==> config.mk <==
export PLATFORM = sky130hd
export DESIGN_NAME = read_collect
export DESIGN_NICKNAME = d
export VERILOG_FILES = /design/src/hdl/spm_pkg.sv /design/src/hdl/read_collect.sv
export SDC_FILE = /design/constraint.sdc
export NUM_CORES = 1
export LEC_CHECK = 0
export BUFFER_PORTS_ARGS = -buffer_cell sky130_fd_sc_hd__buf_2
export CAP_MARGIN = 25
export CORE_AREA = 3 3 125 127
export CTS_CLUSTER_SIZE = 40
export DETAILED_ROUTE_END_ITERATION = 10
export DIE_AREA = 0 0 128 130
export GPL_TIMING_DRIVEN = 0
export PLACE_DENSITY = 0.58
export SLEW_MARGIN = 20
export SYNTH_ARGS = -nofsm -noshare
export SYNTH_HDL_FRONTEND = slang
export SYNTH_SLANG_ARGS = --single-unit
export TNS_END_PERCENT = 20
==> constraint.sdc <==
create_clock -name clk -period 2.9 [get_ports clk]
set_input_delay 0.29 -clock clk [delete_from_list [all_inputs] [get_ports clk]]
set_output_delay 0.29 -clock clk [all_outputs]
set_load 0.005 [all_outputs]
==> src/hdl/spm_pkg.sv <==
/*
 * Shared definitions for the banked scratchpad
 *  - Word, byte strobe, byte address and response typedefs
 *  - AXI response codes used on B and R
 *  - Default bank count and bank depth
 */

package spm_pkg;

    // Word and bus widths
    localparam int DATA_W     = 32;          // Fixed by AXI4-Lite
    localparam int STRB_W     = DATA_W / 8;  // One strobe per byte
    localparam int AXI_ADDR_W = 32;
    localparam int RESP_W     = 2;
    localparam int BYTE_OFS_W = $clog2(STRB_W); // Byte offset bits dropped for word index

    // Vector types
    typedef logic [DATA_W-1:0]     data_t;     // Memory word
    typedef logic [STRB_W-1:0]     strb_t;     // Byte write mask
    typedef logic [AXI_ADDR_W-1:0] axi_addr_t; // AXI byte address
    typedef logic [RESP_W-1:0]     resp_t;     // AXI response code

    // Response codes
    localparam resp_t RESP_OKAY   = 2'b00;
    localparam resp_t RESP_SLVERR = 2'b10; // Out of range access

    /* Default geometry, overridden from the top level
       Bank count must stay a power of two for the low-bit interleave */
    localparam int DEF_NUM_BANKS  = 4;
    localparam int DEF_BANK_WORDS = 64;

endpackage

==> src/hdl/read_collect.sv <==
/*
 * Read collector for the bank array
 *  - Select and read flag delayed to meet the registered bank read
 *  - Bank word mux and output register per port
 *  - Valid pulse for port A, held data for the fabric port
 */

`timescale 1ns/10ps

module read_collect import spm_pkg::*; #(
    parameter int  NUM_BANKS = DEF_NUM_BANKS,
    localparam int SEL_W     = $clog2(NUM_BANKS)
) (
    input  logic                  clk,
    input  logic                  arst_n,
    input  logic [SEL_W-1:0]      sel_a,
    input  logic                  rd_a,
    input  logic [SEL_W-1:0]      sel_b,
    input  logic                  rd_b,
    input  data_t [NUM_BANKS-1:0] bank_rdata_a,
    input  data_t [NUM_BANKS-1:0] bank_rdata_b,
    output data_t                 rd_data_a,
    output logic                  rd_valid_a,  // Two edges after the request
    output data_t                 fab_rdata
);

    logic [SEL_W-1:0] sel_a_q;  // Bank of the read now leaving the banks
    logic [SEL_W-1:0] sel_b_q;
    logic             rd_a_q;
    logic             rd_b_q;

    always_ff @(posedge clk or negedge arst_n) begin
        if (!arst_n) begin
            rd_a_q     <= 1'b0;
            rd_b_q     <= 1'b0;
            rd_valid_a <= 1'b0;
        end else begin
            rd_a_q     <= rd_a;   // Stage 1, bank read
            rd_b_q     <= rd_b;
            rd_valid_a <= rd_a_q; // Stage 2, word registered
        end
    end

    always_ff @(posedge clk) begin
        sel_a_q <= sel_a;
        sel_b_q <= sel_b;
        if (rd_a_q) rd_data_a <= bank_rdata_a[sel_a_q];
        if (rd_b_q) fab_rdata <= bank_rdata_b[sel_b_q]; // Holds between reads
    end

endmodule

==> results.yml <==
die:
  die_h_microns: 130
  rows: 44
  start_util_pct: 25.5
  die-area_sq_mm: 0.0166
  io_pins: 329
  core_area_sq_mm: 0.0145
  die_x_microns: 128
placement:
  port_buffers: 328
  gp_congestion: 0.760
  dp_hpwl_microns: 11300
critical_path:
  path_class: "reg2reg"
  regToRegEndpoint: "fab_rdata[2]"
  reg2reg_from: "sel_b_q[0]"
  rrSetupSlack_ps: 1480
  ff2ff_path_depth: 3
  critPathRequiredTime_ps: 2960
  crit_end: "fab_rdata[2]"
  arrival_ps: 1470
  endpoint_kind: "flip-flop"
  crit_fanout: 10
  worstSetupStartpoint: "sel_b_q[0]"
  cp-start-kind: "flip-flop"
synth:
  avgSynthCellArea_sq_um: 24.9
  ys_ff_latch: 71
  syn_area_sq_mm: 0.00371
  synthCells: 149
  synth.yosys.warnings: 0
  ys_types: 8
  yosysTopAreaCell: "edfxtp_1"
  ys_seq_area_share_pct: 56.0
  synth_nets: 413
  synth_top_area_share_pct: 51.9
  synthTopCellsByArea: "edfxtp_1, mux4_2, buf_12"
layout:
  final_nets: 753
  drive_above_1_share_pct: 84.4
  syn2layout_area_growth_pct: 58.1
clocking:
  path_clk_slew_ps: 60
  cts.path.max_buffers: 2
  cts_tree: "done"
  cts-root-buf: "clkbuf_16"
  clkLatencyLatePin_ps: 330
  htree_levels: 3
  clock-sinks: 71
  cts_buffers: 9
drt:
  viasPerCell: 4.59
  vias: 3125
  drcViolationCount: 0
  drt_iter0_drc: 114
  wl_microns: 13000
  drt_first_pass_iters: 4
  ant_nets: 0
  wl_per_cell_microns: 19.1
run:
  maxCapViolations: 0
power:
  finalPower_uw: 2730
  p_seq_share_pct: 46.1
  peakVddDrop_uv: 240
  p_per_area_mw_per_mm2: 465
  p_switching_uw: 605
  switching_share_pct: 22.2
  p_int_uw: 2120
  combPwrFrac_pct: 18.2
  leakage_uw: 0.00263
  clockPowerShare_pct: 35.7
timing:
  fin_tns_setup_ps: 0
  relSlewSlack_pct: 51.5
  fmax_mhz: 706
  rsz0062_at_grt: "no"
  period_minus_slack_ps: 1420
  fin_skew_ps: 7.13
  hold_viol_final: 0
  setup_viol: 0
  slew_violations: 0
  max_slew.worst_pin.slew_ps: 728
  period_share_pct: 48.8
global_routing:
  grt_max_degree: 34
  grt_pass1_wl_microns: 18500
  grt_pass1_vias: 3404
  overflow: 0
  antenna_found_initial: 3
  grt_usage_pct: 15.1
outcome:
  status: "finished clean"
worst_hold_path:
  min_path_type: "in2reg"
==> area by class of cell <==
type	count	area, sq um
clock buffers	12	236
clock inverters	4	25.0
plain buffers	14	173
diodes	3	7.51
flip-flops and latches	71	2080
multi-input cells	64	1460
well taps	184	230
fillers	1419	8670
repair buffers	329	1650
==> through the flow <==
step | worst slack (ps) | instance area (sq um) | instances | util (%) | hold WS (ps)
floorplan | 1560 | 3710 | 149 | - | -5.59
global placement | 1230 | 5580 | 661 | 38.4 | 87.9
CTS | 1460 | 5850 | 678 | 40.3 | 39.0
detailed placement | 1480 | 5580 | 661 | 38.4 | 90.1
finish | 1480 | 5860 | 681 | 40.3 | 61.8
global route | 1430 | 5860 | 680 | 40.3 | 36.1
==> worst min-delay path by stage <==
stage,cells after the start,to,from,slack [ps]
final,1,sel_b_q[0],sel_b[0],60
after global routing,1,sel_b_q[0],sel_b[0],40
after CTS,1,sel_b_q[0],sel_b[0],40
after detailed placement,1,rd_valid_a,arst_n,90
after global placement,1,rd_a_q,arst_n,90
after floorplan,0,rd_a_q,arst_n,-6
==> critical path: stages, from the launching register on <==
cell and delay (ps):
dfxtp_1 320, buf_6 150, buf_12 150, mux4_2 510
==> state kept, by name, summed over array words and instances (netlist names) <==
signal      cells
fab_rdata      32
rd_a_q          1
rd_b_q          1
rd_data_a      32
rd_valid_a      1
sel_a_q         2
sel_b_q         2
==> cells by family after synthesis <==
kind of cell	after synthesis	synth area share (%)
buffers and inverters	14	4.66
DFF	71	56.0
muxes	64	39.3
==> cell usage in the layout, fill, tap and decap left out, drive strengths merged <==
cell type / netlist / routed
dlygate4sd3: 0 / 1
dfxtp: 4 / 4
diode: 0 / 3
clkinvlp: 0 / 2
mux4: 64 / 64
buf: 14 / 342
dfrtp: 3 / 3
clkbuf: 0 / 12
clkinv: 0 / 2
edfxtp: 64 / 64
==> Yosys cell counts <==
master / n
dfrtp_1: 3
mux4_1: 4
dfxtp_1: 4
edfxtp_1: 64
buf_2: 6
buf_6: 2
mux4_2: 60
buf_12: 6
==> routing by layer <==
metal | share of wire, % | up-vias | global-route usage [%]
li1 | - | 1387 | -
met1 | 32 | 1515 | 14.9
met2 | 55 | 207 | 28.3
met3 | 11 | 14 | 6.06
met4 | 1.3 | 2 | 5.56
met5 | 0.15 | - | 0
==> what timing repair did <==
action	4_1_cts	5_1_grt
hold buffers	1	0
buffers inserted	0	0
resized for setup	0	0
hold endpoints to repair	3	0
==> power groups by stage <==
stage                     registers (uW)  logic (uW)  clock network [uW]
final                               1260         496                 974
after global routing                1270         538                1060
after CTS                           1260         508                1020
after detailed placement            1280         504                   0
after global placement              1280         497                   0
after floorplan                     1280         208                   0
Power figures use the tool's default switching activity.
