[src/hdl/spm_pkg.sv]
/*
 * Shared definitions for the banked scratchpad
 *  - Word, byte strobe, byte address and response typedefs
 *  - AXI response codes used on B and R
 *  - Default bank count and bank depth
 */

package spm_pkg;

    // Word and bus widths
    localparam int DATA_W     = 32;          // Fixed by AXI4-Lite
    localparam int STRB_W     = DATA_W / 8;  // One strobe per byte
    localparam int AXI_ADDR_W = 32;
    localparam int RESP_W     = 2;
    localparam int BYTE_OFS_W = $clog2(STRB_W); // Byte offset bits dropped for word index

    // Vector types
    typedef logic [DATA_W-1:0]     data_t;     // Memory word
    typedef logic [STRB_W-1:0]     strb_t;     // Byte write mask
    typedef logic [AXI_ADDR_W-1:0] axi_addr_t; // AXI byte address
    typedef logic [RESP_W-1:0]     resp_t;     // AXI response code

    // Response codes
    localparam resp_t RESP_OKAY   = 2'b00;
    localparam resp_t RESP_SLVERR = 2'b10; // Out of range access

    /* Default geometry, overridden from the top level
       Bank count must stay a power of two for the low-bit interleave */
    localparam int DEF_NUM_BANKS  = 4;
    localparam int DEF_BANK_WORDS = 64;

endpackage

[src/hdl/axil_slave.sv]
/*
 * AXI4-Lite slave for the scratchpad
 *  - One transaction at a time, writes take priority over reads
 *  - Issues a single-cycle memory request per accepted transaction
 *  - Forms B and R responses from the range check of the router
 */

`timescale 1ns/10ps

module axil_slave import spm_pkg::*; (
    input  logic      clk,
    input  logic      arst_n,
    // Write address
    input  logic      awvalid,
    output logic      awready,
    input  axi_addr_t awaddr,
    // Write data
    input  logic      wvalid,
    output logic      wready,
    input  data_t     wdata,
    input  strb_t     wstrb,
    // Write response
    output logic      bvalid,
    input  logic      bready,
    output resp_t     bresp,
    // Read address
    input  logic      arvalid,
    output logic      arready,
    input  axi_addr_t araddr,
    // Read data
    output logic      rvalid,
    input  logic      rready,
    output data_t     rdata,
    output resp_t     rresp,
    // Memory request toward the router
    output logic      req_valid,
    output logic      req_we,
    output axi_addr_t req_addr,
    output data_t     req_wdata,
    output strb_t     req_wstrb,
    input  logic      req_err,     // Combinational range check
    // Read return from the collector
    input  data_t     rd_data_a,
    input  logic      rd_valid_a
);

    typedef enum logic [1:0] {
        IDLE,   // Waiting for a write pair or a read
        WRESP,  // Write issued, B pending
        RWAIT,  // Read in the bank and collector pipe
        RRESP   // R pending
    } state_t;

    state_t state;
    state_t state_nxt;
    logic   live;      // Low until the first edge out of reset
    logic   wr_pair;   // Both write channels presented
    logic   wr_go;
    logic   rd_go;
    resp_t  resp_q;    // Response of the current transaction
    data_t  rdata_q;   // Collector word held under back-pressure

    assign wr_pair = awvalid && wvalid;
    assign wr_go   = live && (state == IDLE) && wr_pair;
    assign rd_go   = live && (state == IDLE) && arvalid && !wr_pair; // Write wins

    // Ready only in IDLE, so every ready drops while a response waits
    assign awready = wr_go;
    assign wready  = wr_go;
    assign arready = live && (state == IDLE) && !wr_pair;

    always_comb begin
        state_nxt = state;
        case (state)
            IDLE: begin
                if (wr_go)      state_nxt = WRESP;
                else if (rd_go) state_nxt = RWAIT;
            end
            WRESP:   if (bvalid && bready) state_nxt = IDLE;
            RWAIT:   if (!req_valid) state_nxt = RRESP; // Second wait cycle
            RRESP:   if (rvalid && rready) state_nxt = IDLE;
            default: state_nxt = IDLE;
        endcase
    end

    // Control state
    always_ff @(posedge clk or negedge arst_n) begin
        if (!arst_n) begin
            state     <= IDLE;
            live      <= 1'b0;
            req_valid <= 1'b0;
            req_we    <= 1'b0;
            bvalid    <= 1'b0;
            rvalid    <= 1'b0;
            resp_q    <= RESP_OKAY;
        end else begin
            state     <= state_nxt;
            live      <= 1'b1;
            req_valid <= wr_go || rd_go; // One cycle per transaction
            if (wr_go || rd_go) req_we <= wr_go;

            // Range check sampled while the request is out
            if (req_valid) resp_q <= req_err ? RESP_SLVERR : RESP_OKAY;

            // B one cycle after the handshake
            if (state == WRESP && req_valid) begin
                bvalid <= 1'b1;
            end else if (bvalid && bready) begin
                bvalid <= 1'b0;
            end

            // R two edges after the handshake, lined up with the collector
            if (state == RWAIT && !req_valid) begin
                rvalid <= 1'b1;
            end else if (rvalid && rready) begin
                rvalid <= 1'b0;
            end
        end
    end

    // Request payload
    always_ff @(posedge clk) begin
        if (wr_go) begin
            req_addr  <= awaddr;
            req_wdata <= wdata;
            req_wstrb <= wstrb;
        end else if (rd_go) begin
            req_addr  <= araddr;
        end
        if (rd_valid_a) rdata_q <= rd_data_a; // Keep word past the collector pulse
    end

    assign bresp = resp_q;
    assign rresp = resp_q;

    // Collector word on its first cycle, held copy afterwards, zero on error
    always_comb begin
        if (resp_q == RESP_SLVERR) begin
            rdata = '0;
        end else if (rd_valid_a) begin
            rdata = rd_data_a;
        end else begin
            rdata = rdata_q;
        end
    end

endmodule

[config.mk]
export PLATFORM = sky130hd
export DESIGN_NAME = axil_slave
export DESIGN_NICKNAME = d
export VERILOG_FILES = /design/src/hdl/spm_pkg.sv /design/src/hdl/axil_slave.sv
export SDC_FILE = /design/constraint.sdc
export NUM_CORES = 1
export LEC_CHECK = 0
export BUFFER_PORTS_ARGS = -buffer_cell sky130_fd_sc_hd__clkbuf_2
export CORE_MARGIN = 8
export CORE_UTILIZATION = 48
export CTS_BUF_LIST = sky130_fd_sc_hd__clkbuf_4 sky130_fd_sc_hd__clkbuf_8
export DETAILED_ROUTE_END_ITERATION = 10
export PLACE_DENSITY = 0.87
export SLEW_MARGIN = 0
export SYNTH_ARGS = -nofsm -noshare
export SYNTH_HDL_FRONTEND = slang
export SYNTH_SLANG_ARGS = --single-unit
[constraint.sdc]
create_clock -name clk -period 5.2 [get_ports clk]
set_input_delay 0.26 -clock clk [delete_from_list [all_inputs] [get_ports clk]]
set_output_delay 0.26 -clock clk [all_outputs]
set_load 0.01 [all_outputs]
==> flow_metrics.py, run 1 <==
metrics = {
    "status": {
        "outcome": "complete, no violations",
    },
    "synthesis": {
        "synth_warnings": 0,
        "avgSynthCellArea_sq_um": 16.93,
        "synth_cell_types": 25,
        "synth_largest_area_cell": "edfxtp_1",
        "synth_adder_area_share_pct": 0,
        "synth_edf_count": 68,
        "synthMuxAreaShare_pct": 19.94,
        "synth_top_area_share_pct": 48.43,
        "synth_top_family_by_area": "multiplexers",
        "syn_inst": 249,
        "synthTopCellsByArea": "edfxtp_1 (48%), dfxtp_1 (15%), mux2_4 (10%)",
        "synth_xor_area_share_pct": 0,
        "ys.flop_type": "edfxtp_1",
        "ys_seq_area_share_pct": 68.37,
        "synth_seq_cells": 108,
        "synth-compound-area-share_pct": 1.543,
        "yosysMostFrequentCell": "edfxtp_1",
        "synthSimpleGateAreaFrac_pct": 6.588,
        "synthArstFlopShare_pct": 7.407,
        "synth.top_cells.by_count": "edfxtp_1 (68), dfxtp_1 (32), mux2_2 (32), nor2b_1 (32), mux2_4 (29)",
        "syn-cell-area_sq_um": 4217,
    },
    "timing": {
        "finClkSkew_ns": 0.01464,
        "final.min_clock_period_ns": 2.903,
        "maxSlewHeadroom_pct": 30.11,
        "drv_slew": 0,
        "worst_slack_ns": 2.297,
        "tightest_slew_ns": 1.048,
        "worst_hold_slack_ns": 0.06291,
        "setup_violations": 0,
        "min_period_over_period_pct": 55.83,
        "clock.fmax_mhz": 344.5,
        "rsz0062_at_grt": "false",
        "hold_viol_final": 0,
        "setup_tns_ns": 0,
    },
    "worst_setup_path": {
        "path_buf_inv": 2,
        "slowest_delay_ns": 0.56,
        "cpLargestDelayFamily": "simple AND/OR/NAND/NOR gates",
        "cp.arrival_ns": 2.64,
        "reg2regPathDepth": 4,
        "critical_path.max_fanout": 37,
        "cp.required_ns": 4.94,
        "startpoint_type": "flip-flop",
        "cp.depth": 4,
        "endpoint_kind": "output pin",
        "crit_slowest_cell": "buf_4",
        "crit_type": "reg2out",
        "path_cells": "or3b_4 > nor2_8 > buf_4 > clkbuf_2",
        "rrSetupSlack_ns": 2.50,
    },
    "power": {
        "swShare_pct": 29.48,
        "p_sw_mw": 0.5882,
        "internal_power_mw": 1.407,
        "clockPowerShare_pct": 24.8,
        "power_mw": 1.995,
        "p_leak_nw": 2.648,
        "pwr-share-seq_pct": 53.2,
        "p_comb_share_pct": 22.0,
        "peakVddDrop_v": 0.0001633,
        "powerDensity_nw_per_um2": 349.9,
    },
    "grt": {
        "grt.overflow.total": 0,
        "antenna_found_initial": 0,
        "first_global_vias": 3090,
        "grt_pass1_wl_microns": 16390,
        "grt_max_degree": 38,
        "grt.total_usage_pct": 17.94,
    },
    "place": {
        "gp_congestion": 0.7782,
        "dp_hpwl_microns": 9271,
        "dp_cells": 595,
        "place_ws_ns": 2.510,
        "place_area_sq_um": 5499,
        "port_buffers": 249,
    },
    "floorplanning": {
        "num_rows": 34,
        "pin_count": 252,
        "core_sq_um": 8636,
        "start_util_pct": 48.83,
        "die_w_microns": 109.7,
        "dieArea_sq_um": 12040,
        "die_height_microns": 109.7,
    },
    "final_layout": {
        "antenna_cells": 0,
        "fin_cells": 612,
        "postLayoutCoreUtil_pct": 66.04,
        "area_growth_pct": 35.25,
        "fill_cells": 632,
        "nNetsFinal": 640,
        "drive_gt1_share_pct": 66.07,
        "stdcell_area_sq_um": 5703,
    },
    "clock_tree": {
        "clock_sinks": 108,
        "clk_root_buffer_cell": "clkbuf_8",
        "htree_levels": 3,
        "clock_path_buffers": 2,
        "clock_latency_ns": 0.36,
        "cts.reportedPaths.clkPinSlew_ns": 0.11,
        "cts_made_buffers": 9,
        "cts_tree": "built",
        "postCtsSetupRepairBufs": 0,
    },
    "drt": {
        "ant_nets": 0,
        "drt_iter0_drc": 96,
        "drt_first_pass_iters": 4,
        "viasPerCell": 4.748,
        "num_vias": 2906,
        "routedWlPerCell_microns": 18.34,
        "wl_microns": 11220,
        "drc": 0,
    },
    "min_path": {
        "min_path_cells": 1,
        "hp-class": "in2reg",
    },
    "run": {
        "cap_violations": 0,
    },
}
-- sequential cells by signal, indices dropped and copies added (netlist names) --
name,count
bresp,1
rvalid,1
req_valid,1
live,1
req_wdata,32
rdata_q,32
state,2
req_we,1
req_addr,32
bvalid,1
req_wstrb,4
-- cell type report --
cell class                      count  area [sq um]  share of cell area (%)
Sequential cell                   108          2883                   50.55
Timing Repair Buffer              252          1271                   22.29
Multi-Input combinational cell    122          1197                   21.00
Clock buffer                       10         137.6                   2.413
Tap cell                          108         135.1                   2.369
Clock inverter                      6         56.30                  0.9873
Inverter                            6         22.52                  0.3949
-- cells by family (layout without fill, tap and decap cells) --
logic type / after synthesis / count (layout)
flip-flops: 108 / 108
multiplexers: 65 / 65
AND/OR/NAND/NOR: 43 / 43
AO/OA/AOI/OAI: 11 / 11
other: 2 / 3
buffers and inverters: 20 / 274
-- worst paths after layout --
kind / from / end
hold / removal: wdata[14] / req_wdata[14]$_DFFE_PP_
min in group asynchronous: arst_n / bresp[1]$_DFFE_PN0P_
setup reg to reg: state[1]$_DFFE_PN0P_ / req_addr[28]$_DFFE_PP_
hold reg to reg: rdata_q[16]$_DFF_P_ / rdata_q[16]$_DFF_P_
setup / recovery: state[1]$_DFFE_PN0P_ / awready
max in group asynchronous: arst_n / state[0]$_DFFE_PN0P_
-- timing repair --
item                      4_1_cts  5_1_grt
gates resized for setup         0        0
hold endpoints to repair        8        0
hold buffers                    1        0
-- power by group through the flow --
stage | clock [mW] | sequential, mW | combinational [mW]
after detailed placement | 0 | 1.08 | 0.445
after floorplan | 0 | 1.06 | 0.250
after global routing | 0.536 | 1.07 | 0.481
after CTS | 0.507 | 1.06 | 0.448
final | 0.495 | 1.06 | 0.439
after global placement | 0 | 1.08 | 0.431
-- routing by layer --
layer | routed length (microns) | track usage, %
met1 | 3889 | 18.72
met2 | 5698 | 31.87
met3 | 1544 | 8.324
met4 | 89 | 4.629
met5 | 0 | 0
-- layout by cell type (no fill, tap or decap), drive strengths merged --
cell	Yosys	routed
a21oi	2	2
a221oi	1	1
a31oi	1	1
and2b	1	1
and4b	1	1
buf	10	2
clkbuf	4	259
clkinv	0	2
clkinvlp	0	1
conb	2	3
dfrtp	8	8
dfxtp	32	32
dlygate4sd3	0	1
edfxtp	68	68
inv	6	9
mux2	65	65
nand2	5	5
nand3	1	1
nor2	2	2
nor2b	32	32
o21ai	6	6
o31a	1	1
or3b	1	1
No activity file was read; power rests on OpenSTA's default activity.
==> run 2: changes to the inputs <==
--- a/config.mk
+++ b/config.mk
@@ -7,10 +7,10 @@
 export LEC_CHECK = 0
 export BUFFER_PORTS_ARGS = -buffer_cell sky130_fd_sc_hd__clkbuf_2
 export CORE_MARGIN = 8
-export CORE_UTILIZATION = 48
+export CORE_UTILIZATION = 45
 export CTS_BUF_LIST = sky130_fd_sc_hd__clkbuf_4 sky130_fd_sc_hd__clkbuf_8
 export DETAILED_ROUTE_END_ITERATION = 10
-export PLACE_DENSITY = 0.87
+export PLACE_DENSITY = 0.83
 export SLEW_MARGIN = 0
 export SYNTH_ARGS = -nofsm -noshare
 export SYNTH_HDL_FRONTEND = slang
==> constraint.sdc (replaced) <==
create_clock -name clk -period 3 [get_ports clk]
set_input_delay 0.15 -clock clk [delete_from_list [all_inputs] [get_ports clk]]
set_output_delay 0.15 -clock clk [all_outputs]
set_load 0.01 [all_outputs]
==> flow_metrics.py, run 2 (synthesized netlist as in run 1, its figures left out) <==
metrics = {
    "power": {
        "clockPowerShare_pct": 25.5,
        "swShare_pct": 28.84,
        "p_comb_share_pct": 22.7,
        "power_mw": 3.555,
        "powerDensity_nw_per_um2": 581.7,
        "p_sw_mw": 1.025,
        "pwr-share-seq_pct": 51.9,
        "internal_power_mw": 2.530,
        "peakVddDrop_v": 0.0003854,
        "p_leak_nw": 2.807,
    },
    "worst_setup_path": {
        "critical_path.max_fanout": 38,
        "startpoint_type": "flip-flop",
        "r2r-start": "state[0]$_DFFE_PN0P_",
        "cp.arrival_ns": 2.36,
        "endpoint_kind": "output pin",
        "startpoint": "state[0]$_DFFE_PN0P_",
        "crit_type": "reg2out",
        "cp.required_ns": 2.85,
        "rrSetupSlack_ns": 0.82,
    },
    "clock_tree": {
        "cts_made_buffers": 9,
        "hold_buffers": 39,
        "postCtsSetupRepairBufs": 0,
        "cts.reportedPaths.clkPinSlew_ns": 0.10,
        "htree_levels": 3,
        "clock_sinks": 108,
        "cts_tree": "built",
        "clk_root_buffer_cell": "clkbuf_8",
        "cts_resized": 0,
        "clock_path_buffers": 2,
        "clock_latency_ns": 0.35,
    },
    "final_layout": {
        "area_growth_pct": 44.96,
        "drive_gt1_share_pct": 61.37,
        "top_regs": "rdata_q x32, req_addr x32, req_wdata x32",
        "multi_input_area_sq_um": 1202,
        "fin_cells": 653,
        "seqCellArea_sq_um": 2883,
        "stdcell_area_sq_um": 6112,
        "fill_cells": 664,
        "nNetsFinal": 677,
        "final_common_cell": "clkbuf_2",
        "final_cell_mix": "clkbuf_2 (249), edfxtp_1 (68), dlygate4sd3_1 (39)",
    },
    "floorplanning": {
        "dieArea_sq_um": 12720,
        "die_w_microns": 112.8,
        "start_util_pct": 46.07,
        "core_sq_um": 9153,
        "pin_count": 252,
        "die_height_microns": 112.8,
        "num_rows": 35,
    },
    "drt": {
        "routedWlPerCell_microns": 18.45,
        "wl_microns": 12050,
        "drc": 0,
        "ant_nets": 0,
        "viasPerCell": 4.678,
        "num_vias": 3055,
        "drt_iter0_drc": 156,
        "drt_first_pass_iters": 4,
    },
    "timing": {
        "final.min_clock_period_ns": 2.511,
        "maxSlewHeadroom_pct": 29.42,
        "setup_violations": 0,
        "setup_tns_ns": 0,
        "worst_hold_slack_ns": 0.02749,
        "drv_slew": 0,
        "finClkSkew_ns": 0.01138,
        "rsz0062_at_grt": "false",
        "clock.fmax_mhz": 398.2,
        "hold_viol_final": 0,
        "tightest_slew_ns": 1.059,
        "min_period_over_period_pct": 83.71,
    },
    "grt": {
        "antenna_found_initial": 0,
        "grt.overflow.total": 0,
        "first_global_vias": 3431,
        "grt.total_usage_pct": 18.08,
        "grt_pass1_wl_microns": 17870,
        "grt_max_degree": 39,
    },
    "place": {
        "dp_cells": 597,
        "place_area_sq_um": 5513,
        "port_buffers": 249,
        "gp_congestion": 0.7508,
        "dp_hpwl_microns": 9091,
    },
    "run": {
        "cap_violations": 0,
    },
    "status": {
        "outcome": "complete, no violations",
    },
    "min_path": {
        "hp-start": "rd_data_a[27]",
        "hp-class": "in2reg",
    },
}
==> run 2: area by class of cell <==
type | count | share of cell area (%)
clock inverter | 7 | 1.351
clock buffer | 9 | 2.027
inverter | 6 | 0.3685
multi-input combinational | 122 | 19.67
tap | 111 | 2.272
timing repair buffer | 289 | 27.10
antenna | 1 | 0.04094
sequential | 108 | 47.16
==> run 2: power by group through the flow <==
stage | sequential [mW] | clock [mW] | combinational (mW)
floorplan | 1.84 | 0 | 0.434
global placement | 1.87 | 0 | 0.747
detailed placement | 1.88 | 0 | 0.769
CTS | 1.85 | 0.937 | 0.812
global route | 1.87 | 0.994 | 0.867
finish | 1.84 | 0.906 | 0.806
==> run 2: worst paths after layout <==
path                                               end  depth (start not counted)
worst max-delay path                            wready                          4
worst max register to register  req_addr[31]$_DFFE_PP_                          3
min in group asynchronous           bvalid$_DFFE_PN0P_                          2
max in group asynchronous           req_we$_DFFE_PN0P_                          2
worst min-delay path               rdata_q[27]$_DFF_P_                          2
worst min register to register     rdata_q[27]$_DFF_P_                          1
==> run 2: critical path, cell delays in order, from the launching register on <==
cell and delay, ns:
dfrtp_1 0.44, or3b_4 0.48, nor2_8 0.60, buf_12 0.31, clkbuf_2 0.18
==> run 2: metal layers <==
layer | global-route usage (%) | routed length (microns)
met5 | 0 | 0
met4 | 5.486 | 127
met3 | 5.431 | 995
met2 | 35.51 | 6617
met1 | 17.55 | 4306
==> run 2: stage by stage <==
stage | utilization, % | worst slack, ns
after floorplan | - | 0.3170
after global placement | 60.23 | 0.8736
final | 66.78 | 0.4886
after global routing | 66.75 | 0.3740
after detailed placement | 60.23 | 0.8017
after CTS | 66.75 | 0.4470
