[config.mk]
export PLATFORM = sky130hd
export DESIGN_NAME = bank_router
export DESIGN_NICKNAME = d
export VERILOG_FILES = /design/src/hdl/spm_pkg.sv /design/src/hdl/bank_router.sv
export SDC_FILE = /design/constraint.sdc
export NUM_CORES = 1
export LEC_CHECK = 0
export BUFFER_PORTS_ARGS = -buffer_cell sky130_fd_sc_hd__buf_2
export CAP_MARGIN = 20
export CORE_AREA = 8 8 80 82
export DETAILED_ROUTE_END_ITERATION = 10
export DIE_AREA = 0 0 88 90
export PLACE_DENSITY_LB_ADDON = 0.08
export SLEW_MARGIN = 40
export SYNTH_ARGS = -nofsm -noshare
export SYNTH_HDL_FRONTEND = slang
export SYNTH_SLANG_ARGS = --single-unit
[constraint.sdc]
create_clock -name vclk -period 1.4
set_clock_uncertainty 0.05 [all_clocks]
set_input_delay 0.14 -clock vclk [all_inputs]
set_output_delay 0.14 -clock vclk [all_outputs]
set_load 0.01 [all_outputs]
[src/hdl/spm_pkg.sv]
/*
 * Shared definitions for the banked scratchpad
 *  - Word, byte strobe, byte address and response typedefs
 *  - AXI response codes used on B and R
 *  - Default bank count and bank depth
 */

package spm_pkg;

    // Word and bus widths
    localparam int DATA_W     = 32;          // Fixed by AXI4-Lite
    localparam int STRB_W     = DATA_W / 8;  // One strobe per byte
    localparam int AXI_ADDR_W = 32;
    localparam int RESP_W     = 2;
    localparam int BYTE_OFS_W = $clog2(STRB_W); // Byte offset bits dropped for word index

    // Vector types
    typedef logic [DATA_W-1:0]     data_t;     // Memory word
    typedef logic [STRB_W-1:0]     strb_t;     // Byte write mask
    typedef logic [AXI_ADDR_W-1:0] axi_addr_t; // AXI byte address
    typedef logic [RESP_W-1:0]     resp_t;     // AXI response code

    // Response codes
    localparam resp_t RESP_OKAY   = 2'b00;
    localparam resp_t RESP_SLVERR = 2'b10; // Out of range access

    /* Default geometry, overridden from the top level
       Bank count must stay a power of two for the low-bit interleave */
    localparam int DEF_NUM_BANKS  = 4;
    localparam int DEF_BANK_WORDS = 64;

endpackage

[src/hdl/bank_router.sv]
/*
 * Request router for the bank array
 *  - Word index split into low-bit bank select and high-bit row
 *  - Range check of the AXI byte address
 *  - One-hot enables per bank for both ports
 */

`timescale 1ns/10ps

module bank_router import spm_pkg::*; #(
    parameter int  NUM_BANKS  = DEF_NUM_BANKS,
    parameter int  BANK_WORDS = DEF_BANK_WORDS,
    localparam int SEL_W      = $clog2(NUM_BANKS),
    localparam int ROW_W      = $clog2(BANK_WORDS),
    localparam int WADDR_W    = SEL_W + ROW_W
) (
    // Port A request from the slave
    input  logic                 req_valid,
    input  logic                 req_we,
    input  axi_addr_t            req_addr,
    input  data_t                req_wdata,
    input  strb_t                req_wstrb,
    output logic                 req_err,
    // Port B from the fabric
    input  logic                 fab_en,
    input  logic                 fab_we,
    input  logic [WADDR_W-1:0]   fab_addr,  // Word address
    input  data_t                fab_wdata,
    input  strb_t                fab_wmask,
    // Bank controls
    output logic [NUM_BANKS-1:0] bank_en_a,
    output logic [NUM_BANKS-1:0] bank_we_a,
    output logic [NUM_BANKS-1:0] bank_en_b,
    output logic [NUM_BANKS-1:0] bank_we_b,
    output logic [ROW_W-1:0]     row_a,
    output logic [ROW_W-1:0]     row_b,
    output data_t                wdata_a,
    output strb_t                wmask_a,
    output data_t                wdata_b,
    output strb_t                wmask_b,
    // Read tags for the collector
    output logic [SEL_W-1:0]     sel_a,
    output logic [SEL_W-1:0]     sel_b,
    output logic                 rd_a,
    output logic                 rd_b
);

    localparam int MEM_WORDS = NUM_BANKS * BANK_WORDS;

    logic [AXI_ADDR_W-BYTE_OFS_W-1:0] word_a; // Byte offset dropped
    logic                             go_a;

    assign word_a  = req_addr[AXI_ADDR_W-1:BYTE_OFS_W];
    assign req_err = (word_a >= MEM_WORDS);
    assign go_a    = req_valid && !req_err; // No bank sees an out of range access

    // Interleave on the low word bits
    assign sel_a = word_a[SEL_W-1:0];
    assign row_a = word_a[SEL_W +: ROW_W];
    assign sel_b = fab_addr[SEL_W-1:0];
    assign row_b = fab_addr[SEL_W +: ROW_W];

    assign rd_a = go_a && !req_we;
    assign rd_b = fab_en && !fab_we;

    always_comb begin
        for (int i = 0; i < NUM_BANKS; i++) begin
            bank_en_a[i] = go_a && (sel_a == SEL_W'(i));
            bank_we_a[i] = bank_en_a[i] && req_we;
            bank_en_b[i] = fab_en && (sel_b == SEL_W'(i));
            bank_we_b[i] = bank_en_b[i] && fab_we;
        end
    end

    // Write payload shared by every bank
    assign wdata_a = req_wdata;
    assign wmask_a = req_wstrb;
    assign wdata_b = fab_wdata;
    assign wmask_b = fab_wmask;

endmodule

==> run metrics, run 1 <==
drt pass-1 iters=2; P_leak=0.4012 nW; DRT iter0 DRCs=3; Seq Cell Count=0; # IOs=223; antenna violations before repair=0; Post-Syn Nets=242; vias in the first global route=732; n_diodes=0; Logic pwr share=100.0%; slew margin rel.=84.98%; GRT Residual Overflow=0; VDD IR max=0.04241 mV; Layout Cells excl Fill=166; Max FO, Critical Path=5; row count=27; Max-cap violations=0; drc violations=0; CP Data Arrival Time=1.25 ns; Hold Fails Final Rpt=0; RSZ-0062 raised after global routing=true; sequential share of power=0%; Die Area=7920 µm²; most common cell after layout, fill and taps aside=buf_2; crit path time final=1.436 ns; GRT Util Overall=5.257%; total power=0.1495 mW; dpl hpwl=2012 µm; synth warn=0; clock buffer count=0; placed cell count=165; Netlist cell types=13; Pwr per Cell Area=175.5 nW/µm²; Critical Setup Path Class=in -> out; Critical Path End Type=output pin; share of layout cells above drive strength 1=76.60%; Via density=4.012; Die Width=88 µm; Seq/Total Area, Yosys=0%; Wirelength per Cell=14.77 µm; Worst Max-Slew Pin Slew=0.2236 ns; Layout area overhead=-2.155%; Final TNS setup=-0.1218 ns; RePlAce Congestion=0.7316; Startpoint Class=input pin; Hold/Removal Path Class=in -> out; P_sw=0.07757 mW; syn_area_per_cell=6.911 µm²; WHS Path Cells=0; first-pass GRT wire length=3539 µm; Clk pwr share=0%; PortBufs=53; hold buffer count at CTS=0; final setup margin=-0.03563 ns; crit share post-route=102.5%; die height=90 µm; Slew Viols, Final=0; Nets=212; WL final=2451 µm; Synth Instances=126; commonest cells after routing, fill and taps aside=buf_2 (43), buf_6 (12), nor4_4 (10); Sequential Area=0 µm²; synthesized area=870.8 µm²; Worst Min Path Start=req_wstrb[1]; Final ANT Viol Nets=0; starting density of the core=16.63%; via count=666; f_max=696.6 MHz; core area=5236 µm²; largest net degree at the start of global routing=11; violations in the final reports=setup timing; Final Cell Area=852.1 µm²; Net Sw Frac=51.88%; Setup-failing EPs final=8; post-CTS setup buffers=0; Cell Int Power=0.07194 mW; critical path required time=1.21 ns; Worst Hold End=wmask_a[1]; Placed Area=580.6 µm²; status=finished, violations left
cell type report:
class / count / area [µm²]
timing repair buffer: 56 / 365.4
tap: 72 / 90.09
inverter: 2 / 7.507
fill: 610 / 4384
multi-input combinational: 36 / 389.1
Yosys cell counts:
| library cell | instances | area (µm²) |
|---|---|---|
| buf_4 | 88 | 660.6 |
| nor3_1 | 2 | 10.01 |
| nor4_1 | 13 | 81.33 |
| nand2_1 | 7 | 26.28 |
| inv_1 | 2 | 7.510 |
| nand2b_1 | 2 | 12.51 |
| nor2_1 | 5 | 18.77 |
| nor3b_1 | 2 | 15.01 |
| nor4b_1 | 1 | 8.760 |
| nor2b_1 | 1 | 6.260 |
| or2_2 | 1 | 6.260 |
| nand3_1 | 1 | 5.000 |
| nand4_2 | 1 | 12.51 |
kinds of logic after synthesis:
group / after synthesis / synth area share [%]
and+or+nand+nor: 36 / 23.28
buffers and inverters: 90 / 76.72
power groups by stage:
stage                     clock network (mW)  logic [mW]  registers [mW]
final                                      0       0.150               0
after global placement                     0       0.103               0
after detailed placement                   0       0.102               0
after global routing                       0       0.160               0
after floorplan                            0       0.286               0
after CTS                                  0       0.142               0
critical path, cell delays in order:
cell	delay, ns
buf_6	0.10
nor4_4	0.28
nand4_2	0.17
buf_6	0.19
nor4b_4	0.20
buf_2	0.17
stage by stage:
step                utilization (%)  hold slack [ns]  worst slack, ns
floorplan                         -           0.2764          0.03177
global placement              11.09           0.2301          -0.2534
detailed placement            11.09           0.2301          -0.2434
CTS                           15.58           0.2301         -0.08857
global route                  16.27           0.2300          -0.1331
finish                        16.27           0.2300         -0.03563
how the worst max path moves through the flow:
stage                       startpoint      endpoint  slack, ns
after floorplan           req_addr[23]          rd_a       0.03
after global placement    req_addr[12]  bank_we_a[0]      -0.25
after detailed placement  req_addr[23]  bank_we_a[2]      -0.24
after CTS                 req_addr[11]          rd_a      -0.09
after global routing      req_addr[23]  bank_en_a[3]      -0.13
final                     req_addr[11]          rd_a      -0.04
per-layer routing:
layer  GRT usage, %  up-vias  share of wire (%)
li1               -      261                  -
met1          4.403      273                 29
met2          8.851      104                 46
met3          3.458       28                 20
met4          3.300        0                5.4
met5              0        -                  0
what timing repair did:
| item | CTS | global route |
|---|---|---|
| setup endpoints to repair | 10 | 10 |
| resized for setup | 36 | 5 |
| cloned | 1 | 0 |
| pin swaps | 9 | 2 |
(Power assumes the default switching activity.)
==> run 2: changes to the inputs <==
Settings changed: SETUP_SLACK_MARGIN set to 0.5.
==> run metrics, run 2 (synthesized netlist as in run 1, its figures left out) <==
WL final=3017 µm (was 2451 µm); GRT Util Overall=6.526% (was 5.257%); VDD IR max=0.05629 mV (was 0.04241 mV); row count=27 (unchanged); Setup-failing EPs final=10 (was 8); Critical Setup Path Class=in -> out (unchanged); PortBufs=53 (unchanged); DRT iter0 DRCs=16 (was 3); final setup margin=-0.08031 ns (was -0.03563 ns); core area=5236 µm² (unchanged); n_diodes=0 (unchanged); antenna violations before repair=0 (unchanged); die height=90 µm (unchanged); most common cell after layout, fill and taps aside=buf_2 (unchanged); drc violations=0 (unchanged); Net Sw Frac=53.04% (was 51.88%); Via density=3.880 (was 4.012); # IOs=223 (unchanged); Max-cap violations=0 (unchanged); clock buffer count=0 (unchanged); P_leak=0.4523 nW (was 0.4012 nW); Wirelength per Cell=18.17 µm (was 14.77 µm); Startpoint Class=input pin (unchanged); share of layout cells above drive strength 1=82.98% (was 76.60%); Layout area overhead=7.328% (was -2.155%); Nets=212 (unchanged); setup slack at placement=-0.1253 ns (was -0.2434 ns); sequential share of power=0% (about the same); status=finished, violations left (unchanged); Worst Max-Slew Pin Slew=0.2821 ns (was 0.2236 ns); metal2 WL=1072 µm (was 1124 µm); largest net degree at the start of global routing=11 (unchanged); starting density of the core=16.63% (unchanged); dpl hpwl=2736 µm (was 2012 µm); Hold/Removal Path Class=in -> out (unchanged); Slew Viols, Final=0 (unchanged); via count=644 (was 666); critical path required time=1.21 ns (about the same); RePlAce Congestion=0.7040 (was 0.7316); violations in the final reports=setup timing (unchanged); RSZ-0062 raised after global routing=true (unchanged); Logic pwr share=100.0% (about the same); Die Width=88 µm (unchanged); drt pass-1 iters=4 (was 2); Cell Int Power=0.07670 mW (was 0.07194 mW); P_sw=0.08662 mW (was 0.07757 mW); f_max=675.5 MHz (was 696.6 MHz); top sig layer=met4 (unchanged); vias in the first global route=667 (was 732); Pwr per Cell Area=174.7 nW/µm² (was 175.5 nW/µm²); # fillers=590 (was 610); commonest cells after routing, fill and taps aside=buf_2 (41), nor4_4 (13), buf_6 (10) (was buf_2 (43), buf_6 (12), nor4_4 (10)); Sequential Area=0 µm² (unchanged); Seq Cell Count=0 (unchanged); Max FO, Critical Path=5 (unchanged); slew margin rel.=81.17% (was 84.98%); Clk pwr share=0% (about the same); GRT Residual Overflow=0 (unchanged); first-pass GRT wire length=4153 µm (was 3539 µm); total power=0.1633 mW (was 0.1495 mW); Critical Path End Type=output pin (unchanged); Die Area=7920 µm² (unchanged); CP Data Arrival Time=1.29 ns (was 1.25 ns); metal1 wirelength=852 µm (was 712 µm); Hold Fails Final Rpt=0 (unchanged); crit share post-route=105.7% (was 102.5%); crit path time final=1.480 ns (was 1.436 ns); Final ANT Viol Nets=0 (unchanged); metal3 WL=806 µm (was 480 µm)
==> run 2: path summary, 6_finish.rpt <==
path                      start      endpoint  slack (ns)  cells past startpoint
setup / recovery   req_addr[22]  bank_en_a[3]       -0.08                      6
hold / removal    req_wdata[12]   wdata_a[12]        0.23                      0
==> run 2: final cells by class <==
cell class	instances	area, µm²	area share (%)
Timing Repair Buffer	56	385.4	41.23
Multi-Input combinational cell	36	451.7	48.33
Inverter	2	7.507	0.8032
Tap cell	72	90.09	9.639
==> run 2: power by group through the flow <==
| stage | sequential (mW) | combinational (mW) | clock [mW] |
|---|---|---|---|
| 4_1_cts | 0 | 0.157 | 0 |
| 5_1_grt | 0 | 0.175 | 0 |
| 3_5_place_dp | 0 | 0.144 | 0 |
| 6_report | 0 | 0.163 | 0 |
| 2_1_floorplan | 0 | 0.307 | 0 |
| 3_3_place_gp | 0 | 0.146 | 0 |
==> run 2: timing repair <==
item	in CTS	in global routing
gates cloned	0	1
pin swaps	1	6
hold buffers	0	0
setup buffers	0	0
resized for setup	8	10
setup endpoints to repair	11	12
==> run 2: routing by layer <==
metal  vias up  track usage (%)
li1        262                -
met1       259            5.870
met2        89            8.349
met3        34            6.005
met4         0            6.313
met5         -                0
==> run 2: metrics by stage <==
step | setup TNS (ns) | std cells | util [%] | hold WS, ns | cell area (µm²)
after CTS | -0.6206 | 165 | 16.63 | 0.2301 | 870.8
final | -0.4389 | 166 | 17.85 | 0.2300 | 934.6
after global routing | -1.094 | 166 | 17.85 | 0.2300 | 934.6
after floorplan | 0 | 126 | - | 0.2561 | 1100
after detailed placement | -0.7915 | 165 | 15.70 | 0.2301 | 822.0
after global placement | -0.9179 | 165 | 15.70 | 0.2301 | 822.0
==> run 2: worst max-delay path: stages <==
cell       delay, ns
buf_2           0.11
nor4_4          0.30
nand4_4         0.16
clkbuf_16       0.21
nor4_4          0.19
buf_2           0.18
==> run 3: changes to the inputs <==
Settings changed: BUFFER_PORTS_ARGS -buffer_cell sky130_fd_sc_hd__buf_2 to -buffer_cell sky130_fd_sc_hd__buf_4.
==> run metrics, run 3 (synthesized netlist as in run 1, its figures left out) <==
via count=653 (was 644); PortBufs=53 (unchanged); largest net degree at the start of global routing=11 (unchanged); Wirelength per Cell=18.62 µm (was 18.17 µm); commonest cells after routing, fill and taps aside=buf_4 (46), nor4_4 (13), buf_6 (12) (was buf_2 (41), nor4_4 (13), buf_6 (10)); # IOs=223 (unchanged); core area=5236 µm² (unchanged); f_max=690.1 MHz (was 675.5 MHz); drc violations=0 (unchanged); Sequential Area=0 µm² (unchanged); Die Area=7920 µm² (unchanged); crit share post-route=103.5% (was 105.7%); final setup margin=-0.04916 ns (was -0.08031 ns); crit path time final=1.449 ns (was 1.480 ns); status=finished, violations left (unchanged); die height=90 µm (unchanged); placed cell count=165 (unchanged); violations in the final reports=setup timing (unchanged); dpl hpwl=2792 µm (was 2736 µm); RSZ-0062 raised after global routing=true (unchanged); critical path required time=1.21 ns (about the same); starting density of the core=16.63% (unchanged); Startpoint Class=input pin (unchanged); area of the multi-input gates=470.5 µm² (was 451.7 µm²); DRT iter0 DRCs=18 (was 16); n_diodes=0 (unchanged); Layout area overhead=25.00% (was 7.328%); most common cell after layout, fill and taps aside=buf_4 (was buf_2); Die Width=88 µm (unchanged); Hold Fails Final Rpt=0 (unchanged); RePlAce Congestion=0.7032 (was 0.7040); Nets=217 (was 212); WL final=3184 µm (was 3017 µm); total power=0.1971 mW (was 0.1633 mW); # fillers=573 (was 590); Max-cap violations=0 (unchanged); GRT Util Overall=7.022% (was 6.526%); clock buffer count=0 (unchanged); Setup-failing EPs final=8 (was 10); Max FO, Critical Path=5 (unchanged); VDD IR max=0.05219 mV (was 0.05629 mV); share of layout cells above drive strength 1=80.81% (was 82.98%); met1 usage=6.184% (was 5.870%); met3 Use GR=6.278% (was 6.005%); Final Util=20.79% (was 17.85%); P_leak=0.4748 nW (was 0.4523 nW); drt pass-1 iters=4 (unchanged); Final TNS setup=-0.2366 ns (was -0.4389 ns); global routing's busiest layer=met2 (unchanged); Slew Viols, Final=0 (unchanged); crit path to=bank_en_a[2] (was bank_en_a[3]); row count=27 (unchanged); antenna violations before repair=0 (unchanged); met2 GRT Util=9.479% (was 8.349%); worst hold slack=0.2300 ns (unchanged); Seq Cell Count=0 (unchanged); beginning of the critical path=req_addr[28] (was req_addr[22]); slew margin rel.=82.76% (was 81.17%); Final ANT Viol Nets=0 (unchanged); hold buffer count at CTS=0 (unchanged); Hold/Removal Path Class=in -> out (unchanged); GRT Residual Overflow=0 (unchanged); Via density=3.819 (was 3.880); CP Data Arrival Time=1.26 ns (was 1.29 ns); Critical Setup Path Class=in -> out (unchanged); Layout Cells excl Fill=171 (was 166); first-pass GRT wire length=4457 µm (was 4153 µm); Worst Max-Slew Pin Slew=0.2566 ns (was 0.2821 ns); vias in the first global route=713 (was 667); Critical Path End Type=output pin (unchanged); Pwr per Cell Area=181.1 nW/µm² (was 174.7 nW/µm²)
==> run 3: worst min-delay path by stage <==
stage                  start          end  slack [ns]  cells after the start
2_1_floorplan         req_we         rd_a        0.26                      1
3_3_place_gp     req_addr[7]     row_a[3]        0.23                      0
3_5_place_dp     req_addr[7]     row_a[3]        0.23                      0
4_1_cts          req_addr[7]     row_a[3]        0.23                      0
5_1_grt        req_wdata[31]  wdata_a[31]        0.23                      0
6_report       req_wdata[12]  wdata_a[12]        0.23                      0
==> run 3: worst max-delay path, cell delays in order <==
cell and delay [ns]:
buf_6 0.09, nor4_4 0.26, buf_6 0.16, buf_12 0.11, nand2_8 0.07, nor4_4 0.26
buf_4 0.17
==> run 3: timing repair <==
item	CTS	global route
setup endpoints to repair	10	12
gates resized for setup	15	2
pin swaps	6	1
buffers inserted	5	0
endpoints found under the hold margin	0	0
gates cloned	1	0
==> run 3: report_power, final <==
group          internal [mW]  total [mW]  switching (mW)
clock                      0           0               0
sequential                 0           0               0
combinational          0.107       0.197          0.0904
total                  0.107       0.197          0.0904
==> run 3: layout make-up <==
type                            instances  share of cell area, %
Inverter                                2                 0.6897
Multi-Input combinational cell         37                  43.22
Tap cell                               72                  8.276
Timing Repair Buffer                   60                  47.82
==> run 3: through the flow <==
step | instance area (µm²) | setup slack [ns]
2_1_floorplan | 1100 | 0.1058
3_3_place_gp | 954.7 | -0.1138
3_5_place_dp | 954.7 | -0.1263
4_1_cts | 1079 | -0.08450
5_1_grt | 1089 | -0.1356
6_report | 1089 | -0.04916
==> run 3: layer usage <==
metal  wire [µm]  part of all wire, %
met5           0                    0
met4         285                  9.0
met3         782                   25
met1         900                   28
met2        1216                   38
